[src/common/ising_config.svh]
// Ising annealer configuration
// Spin word width, FIFO depth and sweep count width

`ifndef ISING_CONFIG_SVH
`define ISING_CONFIG_SVH

// Spins per word, one bit each
`define ISING_SPIN_W 16

// Words held in the spin FIFO
`define ISING_DEPTH 4

// Width of the sweep count in a command
`define ISING_SWEEP_W 8

`endif

[src/common/ising_pkg.sv]
// Ising annealer shared types
// Spin word, command, opcode, controller state and FIFO usage

`include "ising_config.svh"

package ising_pkg;

    // One bit per spin, 1 is spin up
    typedef logic [`ISING_SPIN_W-1:0] spin_word_t;

    // Host opcodes
    typedef enum logic [0:0] {
        OP_ANNEAL = 1'b0,
        OP_FLUSH  = 1'b1
    } anneal_op_e;

    // Command word on the host channel
    typedef struct packed {
        anneal_op_e                op;
        logic [`ISING_SWEEP_W-1:0] sweeps;
    } anneal_cmd_t;

    // Anneal controller states
    typedef enum logic [1:0] {
        ST_IDLE    = 2'd0,
        ST_RUN     = 2'd1,
        ST_DRAIN   = 2'd2,
        ST_READOUT = 2'd3
    } ctrl_state_e;

    // Usage count, one bit wider so that full is representable
    typedef logic [$clog2(`ISING_DEPTH):0] usage_t;

endpackage

[src/spin_fifo/spin_fifo.sv]
// Spin FIFO
// Circular buffer of spin words with a registered head, a synchronous
// flush and full, empty and usage status

`timescale 1ns/1ns
`include "ising_config.svh"

module spin_fifo (
    input  logic                  clk_i,
    input  logic                  reset_i,
    input  logic                  flush_i,
    input  logic                  push_i,
    input  ising_pkg::spin_word_t data_i,
    input  logic                  pop_i,
    output ising_pkg::spin_word_t data_o,
    output logic                  full_o,
    output logic                  empty_o,
    output ising_pkg::usage_t     usage_o
);
    import ising_pkg::*;

    localparam int PTR_W = (`ISING_DEPTH > 1) ? $clog2(`ISING_DEPTH) : 1;
    localparam logic [PTR_W-1:0] LAST_PTR = PTR_W'(`ISING_DEPTH - 1);

    // Circular storage and its pointers
    spin_word_t       mem_q [`ISING_DEPTH];
    logic [PTR_W-1:0] wr_ptr_q;
    logic [PTR_W-1:0] rd_ptr_q;
    usage_t           usage_q;

    // Pointers and usage
    always_ff @(posedge clk_i) begin
        if (reset_i || flush_i) begin
            wr_ptr_q <= '0;
            rd_ptr_q <= '0;
            usage_q  <= '0;
        end else begin
            if (push_i) begin
                wr_ptr_q <= (wr_ptr_q == LAST_PTR) ? '0 : wr_ptr_q + 1'b1;
            end
            if (pop_i) begin
                rd_ptr_q <= (rd_ptr_q == LAST_PTR) ? '0 : rd_ptr_q + 1'b1;
            end
            // Simultaneous push and pop leaves the count alone
            if (push_i && !pop_i) begin
                usage_q <= usage_q + 1'b1;
            end else if (pop_i && !push_i) begin
                usage_q <= usage_q - 1'b1;
            end
        end
    end

    // Word storage
    always_ff @(posedge clk_i) begin
        if (push_i) begin
            mem_q[wr_ptr_q] <= data_i;
        end
    end

    // Head is read straight from storage and never from data_i
    assign data_o  = mem_q[rd_ptr_q];
    assign full_o  = (usage_q == usage_t'(`ISING_DEPTH));
    assign empty_o = (usage_q == '0);
    assign usage_o = usage_q;

    // Callers must respect full and empty
    ap_no_push_full: assert property (@(posedge clk_i) disable iff (reset_i)
        push_i |-> !full_o);
    ap_no_pop_empty: assert property (@(posedge clk_i) disable iff (reset_i)
        pop_i |-> !empty_o);

endmodule

[src/spin_fifo/spin_fifo_maintainer.sv]
// Spin FIFO maintainer
// Chooses the FIFO push source, routes pops to the update engine or the
// host readout and keeps the anneal busy flag

`timescale 1ns/1ns
`include "ising_config.svh"

module spin_fifo_maintainer (
    input  logic                  clk_i,
    input  logic                  reset_i,
    input  logic                  flush_i,
    input  logic                  cmpt_en_i,
    input  logic                  anneal_finish_i,
    input  logic                  host_readout_i,
    input  logic                  host_push_valid_i,
    input  ising_pkg::spin_word_t host_push_i,
    input  logic                  upd_valid_i,
    input  ising_pkg::spin_word_t upd_spin_i,
    input  logic                  out_ready_i,
    output logic                  host_push_ready_o,
    output logic                  eng_pop_valid_o,
    output ising_pkg::spin_word_t pop_spin_o,
    output logic                  out_valid_o,
    output logic                  cmpt_busy_o,
    output logic                  fifo_full_o,
    output logic                  fifo_empty_o
);
    import ising_pkg::*;

    logic       cmpt_busy_q;
    logic       cmpt_stop;
    logic       fifo_push;
    logic       fifo_pop;
    spin_word_t push_spin;
    usage_t     fifo_usage;

    spin_fifo u_spin_fifo (
        .clk_i   (clk_i),
        .reset_i (reset_i),
        .flush_i (flush_i),
        .push_i  (fifo_push),
        .data_i  (push_spin),
        .pop_i   (fifo_pop),
        .data_o  (pop_spin_o),
        .full_o  (fifo_full_o),
        .empty_o (fifo_empty_o),
        .usage_o (fifo_usage)
    );

    // Anneal ends once the last updated word is back and the FIFO is full
    assign cmpt_stop = anneal_finish_i & fifo_full_o;

    // Host may only push outside an anneal and outside readout
    assign host_push_ready_o = ~cmpt_busy_q & ~fifo_full_o & ~host_readout_i & ~flush_i;

    // Update unit owns the write port while busy
    assign push_spin = cmpt_busy_q ? upd_spin_i : host_push_i;
    assign fifo_push = cmpt_busy_q ? upd_valid_i : (host_push_valid_i & host_push_ready_o);

    // Engine pops are always taken while host pops wait for ready
    assign eng_pop_valid_o = cmpt_busy_q & ~anneal_finish_i & ~fifo_empty_o;
    assign out_valid_o     = host_readout_i & ~fifo_empty_o;
    assign fifo_pop        = eng_pop_valid_o | (out_valid_o & out_ready_i);

    assign cmpt_busy_o = cmpt_busy_q;

    // Clear of the busy flag wins over set
    always_ff @(posedge clk_i) begin
        if (reset_i || cmpt_stop || flush_i) begin
            cmpt_busy_q <= 1'b0;
        end else if (cmpt_en_i) begin
            cmpt_busy_q <= 1'b1;
        end
    end

    // Pop and delayed push keep at most one word in flight during a sweep
    ap_sweep_occupancy: assert property (@(posedge clk_i) disable iff (reset_i)
        (cmpt_busy_q && !anneal_finish_i) |-> (fifo_usage >= usage_t'(`ISING_DEPTH - 1)));

endmodule

[src/hw/sweep_counter.sv]
// Sweep counter
// Counts engine pops per word position and per sweep and flags the
// final pop of an anneal

`timescale 1ns/1ns
`include "ising_config.svh"

module sweep_counter (
    input  logic                      clk_i,
    input  logic                      reset_i,
    input  logic                      load_i,
    input  logic [`ISING_SWEEP_W-1:0] sweeps_i,
    input  logic                      step_i,
    output logic                      last_pop_o
);
    localparam int WORD_W = (`ISING_DEPTH > 1) ? $clog2(`ISING_DEPTH) : 1;
    localparam logic [WORD_W-1:0] LAST_WORD = WORD_W'(`ISING_DEPTH - 1);

    logic [WORD_W-1:0]         word_cnt_q;
    logic [`ISING_SWEEP_W-1:0] sweeps_left_q;
    logic                      armed_q;
    logic                      sweep_end;

    assign sweep_end  = step_i & (word_cnt_q == LAST_WORD);
    // Final word of the final sweep
    assign last_pop_o = armed_q & sweep_end & (sweeps_left_q == 1);

    always_ff @(posedge clk_i) begin
        if (reset_i) begin
            word_cnt_q    <= '0;
            sweeps_left_q <= '0;
            armed_q       <= 1'b0;
        end else if (load_i) begin
            word_cnt_q    <= '0;
            sweeps_left_q <= sweeps_i;
            armed_q       <= 1'b1;
        end else if (step_i) begin
            word_cnt_q <= sweep_end ? '0 : word_cnt_q + 1'b1;
            if (sweep_end) begin
                sweeps_left_q <= sweeps_left_q - 1'b1;
            end
            if (last_pop_o) begin
                armed_q <= 1'b0;
            end
        end
    end

    // Engine must not pop outside a loaded anneal
    ap_step_armed: assert property (@(posedge clk_i) disable iff (reset_i)
        step_i |-> armed_q);

endmodule

[src/hw/spin_update.sv]
// Spin update unit
// Registered ring majority update of one spin word, one word per cycle

`timescale 1ns/1ns

module spin_update (
    input  logic                  clk_i,
    input  logic                  reset_i,
    input  logic                  in_valid_i,
    input  ising_pkg::spin_word_t in_spin_i,
    output logic                  out_valid_o,
    output ising_pkg::spin_word_t out_spin_o
);
    import ising_pkg::*;

    localparam int W = $bits(spin_word_t);

    spin_word_t maj_spin;

    // Each spin takes the majority of left, self and right, wrapping at the edges
    always_comb begin
        for (int i = 0; i < W; i++) begin
            maj_spin[i] = (in_spin_i[(i + 1) % W] & in_spin_i[i])
                        | (in_spin_i[i] & in_spin_i[(i + W - 1) % W])
                        | (in_spin_i[(i + 1) % W] & in_spin_i[(i + W - 1) % W]);
        end
    end

    always_ff @(posedge clk_i) begin
        if (reset_i) begin
            out_valid_o <= 1'b0;
        end else begin
            out_valid_o <= in_valid_i;
        end
    end

    // Result word, qualified by out_valid_o
    always_ff @(posedge clk_i) begin
        if (in_valid_i) begin
            out_spin_o <= maj_spin;
        end
    end

endmodule

[src/hw/anneal_ctrl.sv]
// Anneal controller
// Accepts host commands, starts and finishes an anneal and hands the
// FIFO to the host for readout

`timescale 1ns/1ns

module anneal_ctrl (
    input  logic                   clk_i,
    input  logic                   reset_i,
    input  logic                   cmd_valid_i,
    input  ising_pkg::anneal_cmd_t cmd_i,
    input  logic                   fifo_full_i,
    input  logic                   cmpt_busy_i,
    input  logic                   last_pop_i,
    input  logic                   fifo_empty_i,
    output logic                   cmd_ready_o,
    output logic                   flush_o,
    output logic                   cmpt_en_o,
    output logic                   cnt_load_o,
    output logic                   anneal_finish_o,
    output logic                   host_readout_o,
    output logic                   busy_o,
    output logic                   done_o
);
    import ising_pkg::*;

    ctrl_state_e state_q;
    ctrl_state_e state_d;
    logic        cmd_fire;
    logic        anneal_go;
    logic        run_go;
    logic        read_go;
    logic        drain_done;

    // Commands only in idle, and not while a flush is applied
    assign cmd_ready_o = (state_q == ST_IDLE) & ~flush_o;
    assign cmd_fire    = cmd_valid_i & cmd_ready_o;

    // Anneal on a partly filled FIFO is taken and dropped
    assign anneal_go = cmd_fire & (cmd_i.op == OP_ANNEAL) & fifo_full_i;
    assign run_go    = anneal_go & (cmd_i.sweeps != '0);
    // Zero sweeps goes straight to readout
    assign read_go   = anneal_go & (cmd_i.sweeps == '0);

    assign cmpt_en_o  = run_go;
    assign cnt_load_o = run_go;

    // Finish is held through drain so no new engine pop starts
    assign anneal_finish_o = (state_q == ST_DRAIN);
    assign host_readout_o  = (state_q == ST_READOUT);
    assign drain_done      = (state_q == ST_DRAIN) & ~cmpt_busy_i;

    always_comb begin
        state_d = state_q;
        unique case (state_q)
            ST_IDLE: begin
                if (run_go) begin
                    state_d = ST_RUN;
                end else if (read_go) begin
                    state_d = ST_READOUT;
                end
            end
            ST_RUN:     if (last_pop_i)   state_d = ST_DRAIN;
            ST_DRAIN:   if (!cmpt_busy_i) state_d = ST_READOUT;
            ST_READOUT: if (fifo_empty_i) state_d = ST_IDLE;
            default:    state_d = ST_IDLE;
        endcase
    end

    always_ff @(posedge clk_i) begin
        if (reset_i) begin
            state_q <= ST_IDLE;
            busy_o  <= 1'b0;
            done_o  <= 1'b0;
            flush_o <= 1'b0;
        end else begin
            state_q <= state_d;
            // Flush lands one cycle after the command
            flush_o <= cmd_fire & (cmd_i.op == OP_FLUSH);
            // Single cycle pulse as readout opens
            done_o  <= drain_done;
            if (run_go) begin
                busy_o <= 1'b1;
            end else if (drain_done) begin
                busy_o <= 1'b0;
            end
        end
    end

    // Start needs a full FIFO and the maintainer must pick it up next cycle
    ap_start_full: assert property (@(posedge clk_i) disable iff (reset_i)
        cmpt_en_o |-> fifo_full_i ##1 cmpt_busy_i);

endmodule

[src/hw/ising_core.sv]
// Ising annealer core
// Connects the controller, sweep counter, FIFO maintainer and update unit
// to the host command, spin input and readout channels

`timescale 1ns/1ns

module ising_core (
    input  logic                   clk_i,
    input  logic                   reset_i,
    input  logic                   cmd_valid_i,
    input  ising_pkg::anneal_cmd_t cmd_i,
    output logic                   cmd_ready_o,
    input  logic                   in_valid_i,
    input  ising_pkg::spin_word_t  in_spin_i,
    output logic                   in_ready_o,
    output logic                   out_valid_o,
    output ising_pkg::spin_word_t  out_spin_o,
    input  logic                   out_ready_i,
    output logic                   busy_o,
    output logic                   done_o
);
    import ising_pkg::*;

    logic       flush, cmpt_en, cnt_load, anneal_finish, host_readout;
    logic       eng_pop_valid, upd_valid, last_pop;
    logic       cmpt_busy, fifo_full, fifo_empty;
    spin_word_t pop_spin;
    spin_word_t upd_spin;

    anneal_ctrl u_anneal_ctrl (
        .clk_i(clk_i), .reset_i(reset_i), .cmd_valid_i(cmd_valid_i), .cmd_i(cmd_i),
        .fifo_full_i(fifo_full), .cmpt_busy_i(cmpt_busy), .last_pop_i(last_pop),
        .fifo_empty_i(fifo_empty), .cmd_ready_o(cmd_ready_o), .flush_o(flush),
        .cmpt_en_o(cmpt_en), .cnt_load_o(cnt_load), .anneal_finish_o(anneal_finish),
        .host_readout_o(host_readout), .busy_o(busy_o), .done_o(done_o)
    );

    // Every engine pop is one counter step
    sweep_counter u_sweep_counter (
        .clk_i(clk_i), .reset_i(reset_i), .load_i(cnt_load), .sweeps_i(cmd_i.sweeps),
        .step_i(eng_pop_valid), .last_pop_o(last_pop)
    );

    spin_fifo_maintainer u_spin_fifo_maintainer (
        .clk_i(clk_i), .reset_i(reset_i), .flush_i(flush), .cmpt_en_i(cmpt_en),
        .anneal_finish_i(anneal_finish), .host_readout_i(host_readout),
        .host_push_valid_i(in_valid_i), .host_push_i(in_spin_i),
        .upd_valid_i(upd_valid), .upd_spin_i(upd_spin), .out_ready_i(out_ready_i),
        .host_push_ready_o(in_ready_o), .eng_pop_valid_o(eng_pop_valid),
        .pop_spin_o(pop_spin), .out_valid_o(out_valid_o), .cmpt_busy_o(cmpt_busy),
        .fifo_full_o(fifo_full), .fifo_empty_o(fifo_empty)
    );

    spin_update u_spin_update (
        .clk_i(clk_i), .reset_i(reset_i), .in_valid_i(eng_pop_valid), .in_spin_i(pop_spin),
        .out_valid_o(upd_valid), .out_spin_o(upd_spin)
    );

    // FIFO head is the readout word
    assign out_spin_o = pop_spin;

endmodule

[config.mk]
export PLATFORM = sky130hd
export DESIGN_NAME = ising_core
export DESIGN_NICKNAME = d
export VERILOG_FILES = /design/src/common/ising_pkg.sv /design/src/spin_fifo/spin_fifo.sv /design/src/spin_fifo/spin_fifo_maintainer.sv /design/src/hw/sweep_counter.sv /design/src/hw/spin_update.sv /design/src/hw/anneal_ctrl.sv /design/src/hw/ising_core.sv
export VERILOG_INCLUDE_DIRS = /design/src /design/src/common
export SDC_FILE = /design/constraint.sdc
export NUM_CORES = 1
export LEC_CHECK = 0
export BUFFER_PORTS_ARGS = -buffer_cell sky130_fd_sc_hd__buf_2
export CELL_PAD_IN_SITES_DETAIL_PLACEMENT = 0
export CELL_PAD_IN_SITES_GLOBAL_PLACEMENT = 1
export CORE_UTILIZATION = 35
export CTS_CLUSTER_DIAMETER = 120
export DETAILED_ROUTE_END_ITERATION = 8
export GPL_ROUTABILITY_DRIVEN = 0
export PLACE_DENSITY = 0.66
export SKIP_LAST_GASP = 1
export SYNTH_ARGS = -nofsm -noshare
export SYNTH_HDL_FRONTEND = slang
export SYNTH_SLANG_ARGS = --single-unit
[constraint.sdc]
create_clock -name clk_i -period 6.9 [get_ports clk_i]
set_clock_uncertainty 0.05 [all_clocks]
set_input_delay 0.69 -clock clk_i [delete_from_list [all_inputs] [get_ports clk_i]]
set_output_delay 0.69 -clock clk_i [all_outputs]
set_load 0.02 [all_outputs]
Word-level counts from Yosys, hierarchy flattened
Memory sizes are Yosys's and may differ from the RTL's. A register that Yosys moved wholly into a read port is not among the register bits.
Cells that the tools add are included.
{"block": "classes", "shifts": 0, "reduce_logical": 20, "n_mul": 0, "addsub": 6, "n_mux": 25, "bitwise": 92, "n_lt_le_gt_ge": 0, "n_div": 0, "eq_ne": 12}
{"operator": "$and A1 B1 Y1", "count": 52}
{"operator": "$or A1 B1 Y1", "count": 33}
{"operator": "$mux W8", "count": 3}
{"operator": "$mux W2", "count": 10}
{"operator": "$mux W16", "count": 1}
{"operator": "$eq A2 B2 Y1 const B", "count": 5}
{"operator": "$reduce_bool A2 Y1", "count": 5}
{"operator": "$eq A8 B1 Y1 const B", "count": 1}
{"operator": "$logic_not A8 Y1", "count": 1}
{"operator": "$mux W1", "count": 8}
{"operator": "$pmux W2 S4", "count": 1}
{"operator": "$reduce_bool A8 Y1", "count": 1}
{"operator": "$sub A8 B1 Y8 const B", "count": 1}
{"operator": "$not A1 Y1", "count": 7}
{"operator": "$add A2 B1 Y2 const B", "count": 3}
{"operator": "$mux W3", "count": 2}
{"operator": "$ne A2 B2 Y1 const B", "count": 3}
{"operator": "$reduce_and A2 Y1", "count": 2}
{"operator": "$reduce_and A4 Y1", "count": 1}
{"operator": "$add A3 B1 Y3 const B", "count": 1}
{"operator": "$eq A3 B3 Y1 const B", "count": 1}
{"operator": "$logic_not A3 Y1", "count": 1}
{"operator": "$logic_or A1 B1 Y1", "count": 3}
{"operator": "$ne A3 B2 Y1 const B", "count": 1}
{"operator": "6 further kinds", "count": 8}
{"block": "word_totals", "output_inout_bits": 21, "mem_count": 1, "in_bits": 30, "latchBits": 0, "ram_bits": 64, "rom_bits": 0, "ff_bits": 41}
{"name": "u_spin_fifo_maintainer.u_spin_fifo.mem_q", "depth": 4, "word_bits": 16, "rd": 1, "rd_ports_with_merged_regs": 1, "wr": 1, "line_no": "spin_fifo.sv:26", "text": "spin_word_t mem_q [`ISING_DEPTH];"}

Longest topological paths before layout
Gate-level depths: netlist (run 1).
{"block": "logic_depth", "word_depth": 11, "depth_mapped": 11}

Modules after synthesis
Synthesis (run 1) repeated with hierarchy kept, for this count alone.
{"block": "hier_totals", "hier_cells": 305, "hier_area_um2": 4757.1}
{"module": "spin_fifo", "cells_per_inst": 130, "n_inst": 1, "area_per_inst_um2": 2796.4}
{"module": "spin_update", "cells_per_inst": 34, "n_inst": 1, "area_per_inst_um2": 686.9}
{"module": "sweep_counter", "cells_per_inst": 75, "n_inst": 1, "area_per_inst_um2": 639.4}
{"module": "anneal_ctrl", "cells_per_inst": 36, "n_inst": 1, "area_per_inst_um2": 352.8}
{"module": "spin_fifo_maintainer", "cells_per_inst": 30, "n_inst": 1, "area_per_inst_um2": 281.5}

Least setup slack after synthesis (run 1)
OpenSTA, ideal clock, no wires.
{"block": "synth_timing", "kind": "register to register", "from": "reg u_spin_fifo_maintainer.u_spin_fifo.usage_q[0] (netlist: u_spin_fifo_maintainer.u_spin_fifo.usage_o[0])", "to": "reg u_spin_fifo_maintainer.u_spin_fifo.usage_q[2] (netlist: u_spin_fifo_maintainer.u_spin_fifo.usage_o[2])", "t_required_ns": 6.780, "arrival_time_ns": 2.530, "setup_ns": 0.070, "n_path_buf": 1, "slack_ns": 4.250, "stages_incl_launch_ff": 12, "cell_sequence": "dfxtp_1 -> or3_1 -> buf_2 -> nand3b_2 -> inv_2 -> a31oi_4 -> ha_1 -> inv_1 -> fa_1 -> xor2_1 -> or3_1 -> a21oi_1"}
{"block": "synth_via", "word_cells_on_any_way": 22, "classes_between": "add/sub (2); eq/ne (1); mux (3); bitwise (10); reduce/logical (6)"}
{"item": "start, declared", "line_no": "spin_fifo.sv:29", "text": "usage_t usage_q;"}
{"item": "start signal, assigned", "line_no": "spin_fifo.sv:46", "text": "usage_q <= usage_q + 1'b1;"}
{"item": "start signal, assigned", "line_no": "spin_fifo.sv:48", "text": "usage_q <= usage_q - 1'b1;"}
{"item": "$logic_not A3 Y1 (*)", "line_no": "spin_fifo.sv:63", "text": "assign empty_o = (usage_q == '0);"}
{"item": "$not A1 Y1 (*)", "line_no": "spin_fifo_maintainer.sv:61", "text": "assign eng_pop_valid_o = cmpt_busy_q & ~anneal_finish_i & ~fifo_empty_o;"}
{"item": "$and A1 B1 Y1 (*)", "line_no": "spin_fifo_maintainer.sv:61"}
{"item": "via eng_pop_valid", "line_no": "ising_core.sv:25", "text": "logic eng_pop_valid, upd_valid, last_pop;"}
{"item": "$or A1 B1 Y1 (*)", "line_no": "spin_fifo_maintainer.sv:63", "text": "assign fifo_pop = eng_pop_valid_o | (out_valid_o & out_ready_i);"}
{"item": "$logic_not A1 Y1", "line_no": "spin_fifo.sv:45", "text": "if (push_i && !pop_i) begin"}
{"item": "$logic_and A1 B1 Y1", "line_no": "spin_fifo.sv:45"}
{"item": "$mux W3 or $reduce_bool A2 Y1 (tied branches)"}
The timed path passes the listed nets; every way through them passes the cells marked *. The select of a mux whose other input is x is not followed.
A chain may end at the register's enable or synchronous reset.

Worst setup path in the final report (run 1)
Same ends and word-level chain as after synthesis.

==> results of run 1 <==
[metrics by stage]
stage	instance area, um2	worst slack (ps)	cells	hold WS [ps]	total power [mW]
floorplan	4610	4250	299	390	1.14
global placement	5060	4000	515	404	1.27
detailed placement	5060	3920	515	411	1.28
CTS	5370	3920	531	420	1.81
global route	5370	3760	531	442	1.87
finish	5370	3950	531	412	1.78
[synth_stat cells (5+ instances only)]
cell type | number | area (um2)
mux2_2 | 16 | 180
or3_1 | 5 | 31.3
dfxtp_1 | 27 | 541
xor2_1 | 6 | 52.6
a211oi_1 | 5 | 37.5
clkbuf_1 | 6 | 22.5
maj3_1 | 16 | 160
inv_1 | 11 | 41.3
edfxtp_1 | 80 | 2400
nand2_1 | 11 | 41.3
nor2b_1 | 5 | 31.3
nor2_1 | 19 | 71.3
a21oi_1 | 11 | 55.1
nor4_1 | 5 | 31.3
mux4_2 | 16 | 360
ha_1 | 14 | 175
[worst max-delay path, stage by stage (launching register included)]
cell and delay [ps]:
dfxtp_1 370, or3_1 550, nand3b_2 200, inv_2 200
a31oi_4 250, ha_1 220, inv_1 60, fa_1 370
xor2_1 170, or3_1 300, a21oi_1 140
[power by group through the flow]
stage | Combinational (mW) | Clock (mW) | Sequential, mW
floorplan | 0.316 | 0 | 0.828
global placement | 0.436 | 0 | 0.831
detailed placement | 0.440 | 0 | 0.837
CTS | 0.442 | 0.542 | 0.822
global route | 0.479 | 0.563 | 0.831
finish | 0.434 | 0.523 | 0.821
[path summary, 6_finish.rpt]
| kind | from | endpoint | slack [ps] | cells after the start |
|---|---|---|---|---|
| max | u_spin_fifo_maintainer.u_spin_fifo.usage_o[0] | u_spin_fifo_maintainer.u_spin_fifo.usage_o[2] | 3950 | 10 |
| min | u_anneal_ctrl.busy_o | u_anneal_ctrl.busy_o | 410 | 2 |
| max reg2reg | u_spin_fifo_maintainer.u_spin_fifo.usage_o[0] | u_spin_fifo_maintainer.u_spin_fifo.usage_o[2] | 3950 | 10 |
| min reg2reg | u_anneal_ctrl.busy_o | u_anneal_ctrl.busy_o | 410 | 2 |
[state kept, by name, summed over array words and instances (netlist names), named ones only]
name,flops
u_anneal_ctrl.busy_o,1
u_anneal_ctrl.done_o,1
u_anneal_ctrl.flush_o,1
u_anneal_ctrl.state_q,2
u_spin_fifo_maintainer.cmpt_busy_o,1
u_spin_fifo_maintainer.u_spin_fifo.mem_q,64
u_spin_fifo_maintainer.u_spin_fifo.rd_ptr_q,2
u_spin_fifo_maintainer.u_spin_fifo.usage_o,3
u_spin_fifo_maintainer.u_spin_fifo.wr_ptr_q,2
u_spin_update.out_spin_o,16
u_spin_update.out_valid_o,1
u_sweep_counter.armed_q,1
u_sweep_counter.sweeps_left_q,8
u_sweep_counter.word_cnt_q,2
[metal layers]
metal  part of all wire  track usage  vias up
met5                  0            0        -
li1                   -            -     1247
met4             0.0060       0.0405        0
met2               0.48        0.230       57
met1               0.47        0.185     1238
met3              0.039       0.0391        4
[kinds of logic after synthesis]
family,after synthesis
multiplexers,36
AO/OA/AOI/OAI,28
buffers and inverters,24
AND/OR/NAND/NOR,65
adder cells (fa/ha/maj),31
flip-flops,107
XOR/XNOR,8
[layout make-up]
| type | count | area [um2] |
|---|---|---|
| clock buffers | 9 | 225 |
| clock inverters | 7 | 81.3 |
| fillers | 1199 | 7350 |
| inverters | 12 | 45.0 |
| multi-input cells | 168 | 1570 |
| flip-flops and latches | 107 | 2940 |
| well taps | 172 | 215 |
| repair buffers | 56 | 295 |
==> metrics, run 1 <==
status finished clean; Rows 41; top_reg_cell synth edfxtp_1; Post-Route Utilization 0.422; io pins 51; sequential fraction of the synthesis area 0.638; Post-synth EDFFs 80; Post-Synth Simple-Gate Area 0.0778; Mean Syn Cell Area ~15 um2; Power Density 331 mW/mm2; CTS clk-pin slew, worst paths approximately 70 ps; Adder-Cell Fraction of Synth Area 0.0770; CTS buffer count 9; Mapped Cells 299; hold_buf cts 0; die footprint 0.0136 mm2; RSZ-0062 raised after global routing no; core area roughly 0.013 mm2; Post-Route WL 8900 um; # Post-CTS Setup Buffers 0; VDD IR-drop max 0.154 mV; XOR/XNOR Fraction of Synth Area 0.0152; vias 2546; Final Hold Viols 0; HP Class register to register; commonest cells after routing, fill and taps aside edfxtp_1, buf_2, dfxtp_1, nor2_1; Seq cells post-synth 107; Initial Util 0.363; Post-layout nets 399; critical path required time 7130 ps; critical path class register to register; CP Data Arrival Time 3180 ps; fraction of registers with async set/reset 0; Synth Warn # 0; Vias per Instance 4.79; Sw Pwr 0.533 mW; chip height 117 um; ant diodes 0; startpoint types register; Internal 1.24 mW; Die W 117 um; largest family of logic cells by synthesized area multiplexers; syn nets 344; CP endpoint kind register; clock root cell clkbuf_16; fin crit period between 2000 and 3000 ps; synthesized area 0.00461 mm2; Comb pwr share 0.244; Flop pwr share 0.462; largest net degree at the start of global routing 20; TritonCTS clock tree yes; vias in the first global route 2611; Pre-Repair DR Iteration Count 4; Post-CTS Resized 0; post-route ant nets 0; Clk network pwr share 0.294; Compound-Gate Fraction of Synth Area 0.0434; post-synthesis mux area share 0.126; Synth cell types 47; DRT iter0 DRCs between 200 and 250; Layout area overhead 16.4%; routed len/inst roughly 17 um; GRT Util Overall 0.141; post-DP HPWL ~5900 um; crit share post-route 0.428; Worst Tran Pin Value 885 ps; Leakage Power 1.88 nW; first-pass GRT wire length ~14000 um; antenna violations before repair 0; MaxCap Viol Count 0; worst rel slew slack 0.409; GRT overflow 0; DRC Markers 0; final setup TNS 0 ps; input/output buffers 50; clock latency on the worst-skew pair roughly 350 ps; most common cell after layout, fill and taps aside edfxtp_1; clock tree buffer depth 2; Max Freq 339 MHz; CTS HTree Levels 3; ratio of cells with drive above 1 in the final layout 0.312; clock tree sinks 107; endpoints failing setup 0; Final Max Slew Viols 0; worst-path fanout max 18; Sw Ratio 0.300
Note: power is estimated with default switching activity, not from simulation.
==> run 2, diff against run 1 <==
--- a/config.mk
+++ b/config.mk
@@ -13,7 +13,7 @@
 export CTS_CLUSTER_DIAMETER = 120
 export DETAILED_ROUTE_END_ITERATION = 8
 export GPL_ROUTABILITY_DRIVEN = 0
-export PLACE_DENSITY = 0.66
+export PLACE_DENSITY = 0.68
 export SKIP_LAST_GASP = 1
 export SYNTH_ARGS = -nofsm -noshare
 export SYNTH_HDL_FRONTEND = slang
==> constraint.sdc (replaced) <==
create_clock -name clk_i -period 2.5 [get_ports clk_i]
set_clock_uncertainty 0.05 [all_clocks]
set_input_delay 0.25 -clock clk_i [delete_from_list [all_inputs] [get_ports clk_i]]
set_output_delay 0.25 -clock clk_i [all_outputs]
set_load 0.02 [all_outputs]
==> metrics, run 2 (synthesis results as in run 1) <==
status finished clean; Layout area overhead 20.1%; MaxCap Viol Count 0; Worst Tran Pin Value a little over 500 ps; first-pass GRT wire length 13700 um; Comb pwr share 0.262; DRC Markers 0; Post-Route WL 8600 um; CP max stage cell or3_4; hold path cells 3; Sw Ratio 0.288; Post-Route Utilization 0.436; post-route ant nets 0; worst slack at placement -15.4 ps; core area approximately 0.013 mm2; Rows between 40 and 50; critical path class register to register; input/output buffers 50; fin crit period roughly 2400 ps; CP Cell Sequence or3_4 > nand3b_4 > inv_8 > a31oi_4 > ha_4 > inv_1 > fa_2 > xor2_1 > or3_1 > a21oi_1; crit share post-route 0.958; hold_ws 97.9 ps; Post-layout nets 414; DRT iter0 DRCs 97; final cell count without fillers 547; worst rel slew slack 0.656; Final Max Slew Viols 0; Vias per Instance 4.87; placed cells 529; CP Data Arrival Time 2620 ps; ratio of cells with drive above 1 in the final layout 0.350; endpoints failing setup 0; Final Hold Viols 0; Reg with most FFs u_spin_fifo_maintainer.u_spin_fifo.mem_q; startpoint types register; RSZ-0062 raised after global routing no; worst reg2reg path depth 10; HP Class input pin to register; GRT overflow 0; final setup TNS 0 ps; GRT Util Overall 0.138; Pre-Repair DR Iteration Count 4; Area after DPL 0.00519 mm2; Slowest Stage Delay on Critical Path 420 ps; io pins 51; clock root cell clkbuf_16; Flop pwr share 0.440; vias in the first global route 2666; CP endpoint kind register; CTS HTree Levels 3; TritonCTS clock tree yes; busiest layer in global routing met2; largest net degree at the start of global routing 19; Regs by FF count u_spin_fifo_maintainer.u_spin_fifo.mem_q: 64 flops, u_spin_update.out_spin_o: 16 flops, u_sweep_counter.sweeps_left_q: 8 flops; die footprint roughly 0.014 mm2; routed len/inst around 16 um; Power Density between 900 and 1000 mW/mm2; post-route cell area 0.00554 mm2; CTS clk-pin slew, worst paths 70 ps; Die W 117 um; max FFs per register 64; met3 usage 0.0345; clock latency on the worst-skew pair 340 ps; total power 5.11 mW; Leakage Power 1.99 nW; Initial Util 0.363; grt met1 use 0.169; GR Layer Usage met2 0.236; clock tree sinks 107; chip height 117 um; critical path required time 2720 ps; worst-path fanout max 5; VDD IR-drop max roughly 0.4 mV; CTS buffer count 9; Max Freq 417 MHz; final worst slack approximately 100 ps; vias 2664; commonest cells after routing, fill and taps aside edfxtp_1, buf_2, dfxtp_1, buf_4, nor2_1; Sw Pwr about 1.5 mW; Clk network pwr share 0.298; clock tree buffer depth 2; Internal 3.64 mW; hold_buf cts 0; antenna violations before repair 0; most common cell after layout, fill and taps aside edfxtp_1; post-DP HPWL 5990 um
[run 2: metal layers]
metal / routed length [um] / vias to the layer above / part of all wire
met3: 342 / 10 / 0.040
met1: 3820 / 1308 / 0.44
met5: 0 / - / 0
met4: 137 / 0 / 0.016
met2: 4290 / 59 / 0.50
li1: - / 1287 / -
[run 2: final timing paths]
path	start	to	slack, ps
setup / recovery	u_spin_fifo_maintainer.u_spin_fifo.usage_o[2]	u_spin_fifo_maintainer.u_spin_fifo.usage_o[2]	100
hold / removal	cmd_valid_i	u_anneal_ctrl.flush_o	100
setup reg to reg	u_spin_fifo_maintainer.u_spin_fifo.usage_o[2]	u_spin_fifo_maintainer.u_spin_fifo.usage_o[2]	100
hold reg to reg	u_anneal_ctrl.busy_o	u_anneal_ctrl.busy_o	410
[run 2: area by class of cell]
class / count / area (um2)
Sequential cell: 107 / 2940
Timing Repair Buffer: 71 / 408
Multi-Input combinational cell: 168 / 1600
Fill cell: 1179 / 7180
Tap cell: 172 / 215
Clock buffer: 10 / 229
Inverter: 12 / 52.6
Antenna cell: 1 / 2.50
Clock inverter: 6 / 93.8
[run 2: what timing repair did]
item,4_1_cts,5_1_grt
setup endpoints to repair,1,1
gates resized for setup,1,2
pin swaps,0,1
setup buffers,0,1
hold endpoints to repair,0,0
[run 2: worst max-delay path, delay by kind of cell, from the launching register on]
family                   cells  cell delay (ps)
XOR/XNOR                     1              180
AND/OR/NAND/NOR              3              870
AO/OA/AOI/OAI                2              310
flip-flops                   1              340
adder cells (fa/ha/maj)      2              500
buffers and inverters        2               90
[run 2: power groups by stage]
| stage | registers, mW | logic, mW | clock network [mW] |
|---|---|---|---|
| floorplan | 2.29 | 0.908 | 0 |
| global placement | 2.28 | 1.31 | 0 |
| detailed placement | 2.29 | 1.33 | 0 |
| CTS | 2.25 | 1.35 | 1.56 |
| global route | 2.27 | 1.50 | 1.63 |
| finish | 2.25 | 1.34 | 1.52 |
==> run 3, diff against run 2 <==
--- a/config.mk
+++ b/config.mk
@@ -13,6 +13,7 @@
 export CTS_CLUSTER_DIAMETER = 120
 export DETAILED_ROUTE_END_ITERATION = 8
 export GPL_ROUTABILITY_DRIVEN = 0
+export MAX_ROUTING_LAYER = met4
 export PLACE_DENSITY = 0.68
 export SKIP_LAST_GASP = 1
 export SYNTH_ARGS = -nofsm -noshare
==> metrics, run 3 (synthesis results as in run 1) <==
status finished clean; Rows 41; post-DP HPWL around 6000 um; HP Class input pin to register; Post-Route M1 WL 3880 um; Worst Hold End u_anneal_ctrl.flush_o; hold wc startpoint cmd_valid_i; Layout area overhead 20.1%; flop2flop setup slack 100 ps; first-pass GRT wire length 13800 um; CTS clk-pin slew, worst paths 70 ps; Reg-to-Reg Start u_spin_fifo_maintainer.u_spin_fifo.usage_o[2]; CP endpoint kind register; Worst Tran Pin Value 517 ps; largest net degree at the start of global routing 19; Max Freq 417 MHz; GRT overflow 0; worst-path fanout max 5; Post-Route WL 8600 um; Final Hold Viols 0; Leakage Power 1.99 nW; vias in the first global route 2664; CTS buffer count 9; VDD IR-drop max 0.405 mV; Pre-Repair DR Iteration Count 4; GRT Util Overall 0.143; clock latency on the worst-skew pair roughly 340 ps; hold path cells 3; endpoints failing setup 0; Reg with most FFs u_spin_fifo_maintainer.u_spin_fifo.mem_q; commonest cells after routing, fill and taps aside edfxtp_1, buf_2, dfxtp_1, buf_4, nor2_1; Post-layout nets a little over 400; io pins 51; WL met2 4270 um; clock root cell clkbuf_16; multi-input logic area between 0.0015 and 0.002 mm2; Final Max Slew Viols 0; die footprint 0.0136 mm2; RSZ-0062 raised after global routing no; MaxCap Viol Count 0; antenna violations before repair 0; most common cell after layout, fill and taps aside edfxtp_1; TritonCTS clock tree yes; Power Density 922 mW/mm2; ratio of cells with drive above 1 in the final layout 0.350; routed len/inst 15.7 um; worst slack at placement -15.4 ps; Max Used Layer met4; Die W ~120 um; CTS HTree Levels 3; reg2reg end u_spin_fifo_maintainer.u_spin_fifo.usage_o[2]; worst reg2reg path depth 10; final worst slack 102 ps; Regs by FF count u_spin_fifo_maintainer.u_spin_fifo.mem_q: 64 flops, u_spin_update.out_spin_o: 16 flops, u_sweep_counter.sweeps_left_q: 8 flops; total power 5.11 mW; critical path class register to register; clock tree sinks 107; DRC Markers 0; Initial Util 0.363; crit share post-route 0.959; input/output buffers 50; DRT iter0 DRCs 106; worst rel slew slack 0.655; met3 WL post-DR 331 um; chip height 117 um; Seq. cell area 0.00294 mm2; startpoint types register; Vias per Instance 4.85; # fillers 1179; vias 2651; critical path required time 2730 ps; clock tree buffer depth 2; core area 0.0127 mm2; CP Data Arrival Time 2620 ps; post-route ant nets 0; fin crit period 2400 ps; max FFs per register 64
## run 3: cell counts in the layout (fill, tap and decap cells not counted)
No cell type changed its count.
## run 3: per-layer routing
metal  global-route usage  vias to the layer above
met5                    -                        -
met2                0.236                       48
met1                0.170                     1309
met3               0.0391                        9
met4               0.0447                        0
li1                     -                     1285
## run 3: report_power, final
| group | internal [mW] | switching [mW] |
|---|---|---|
| registers | 2.17 | 0.0786 |
| logic | 0.573 | 0.762 |
| clock network | 0.891 | 0.631 |
| total | 3.64 | 1.47 |
## run 3: final cells by class
type | instances | share of cell area
antenna | 1 | 0.000452
clock buffer | 10 | 0.0413
clock inverter | 6 | 0.0169
inverter | 12 | 0.00948
multi-input combinational | 168 | 0.288
sequential | 107 | 0.531
tap | 172 | 0.0388
timing repair buffer | 71 | 0.0736
## run 3: how the worst max path moves through the flow
stage | from | end | cells past startpoint
CTS | u_spin_fifo_maintainer.u_spin_fifo.usage_o[2] | u_spin_fifo_maintainer.u_spin_fifo.usage_o[2] | 10
detailed placement | u_spin_fifo_maintainer.u_spin_fifo.usage_o[2] | u_spin_fifo_maintainer.u_spin_fifo.usage_o[2] | 10
global route | u_spin_fifo_maintainer.u_spin_fifo.usage_o[2] | u_spin_fifo_maintainer.u_spin_fifo.usage_o[2] | 10
global placement | u_spin_fifo_maintainer.u_spin_fifo.usage_o[2] | u_spin_fifo_maintainer.u_spin_fifo.usage_o[2] | 10
floorplan | u_spin_fifo_maintainer.u_spin_fifo.usage_o[0] | u_spin_fifo_maintainer.u_spin_fifo.usage_o[2] | 11
finish | u_spin_fifo_maintainer.u_spin_fifo.usage_o[2] | u_spin_fifo_maintainer.u_spin_fifo.usage_o[2] | 10
## run 3: repair_timing
item	in CTS	in global routing
resized for setup	1	2
pin swaps	0	1
setup buffers	0	1
hold buffers	0	0
setup endpoints to repair	1	1
## run 3: stage by stage
stage          instance area (um2)  setup TNS (ps)  hold WS, ps  utilization  instances
2_1_floorplan                 4640               0          326            -        299
3_3_place_gp                  5190               0          409        0.408        529
3_5_place_dp                  5190           -15.4          410        0.408        529
4_1_cts                       5520               0         81.5        0.434        545
5_1_grt                       5540               0          106        0.435        546
6_report                      5540               0         94.4        0.436        547
## run 3: worst max-delay path: stages, from the launching register on
cell      delay, ps
dfxtp_1         340
or3_4           420
nand3b_4        130
inv_8            40
a31oi_4         170
ha_4            160
inv_1            50
fa_2            340
xor2_1          180
or3_1           320
a21oi_1         140
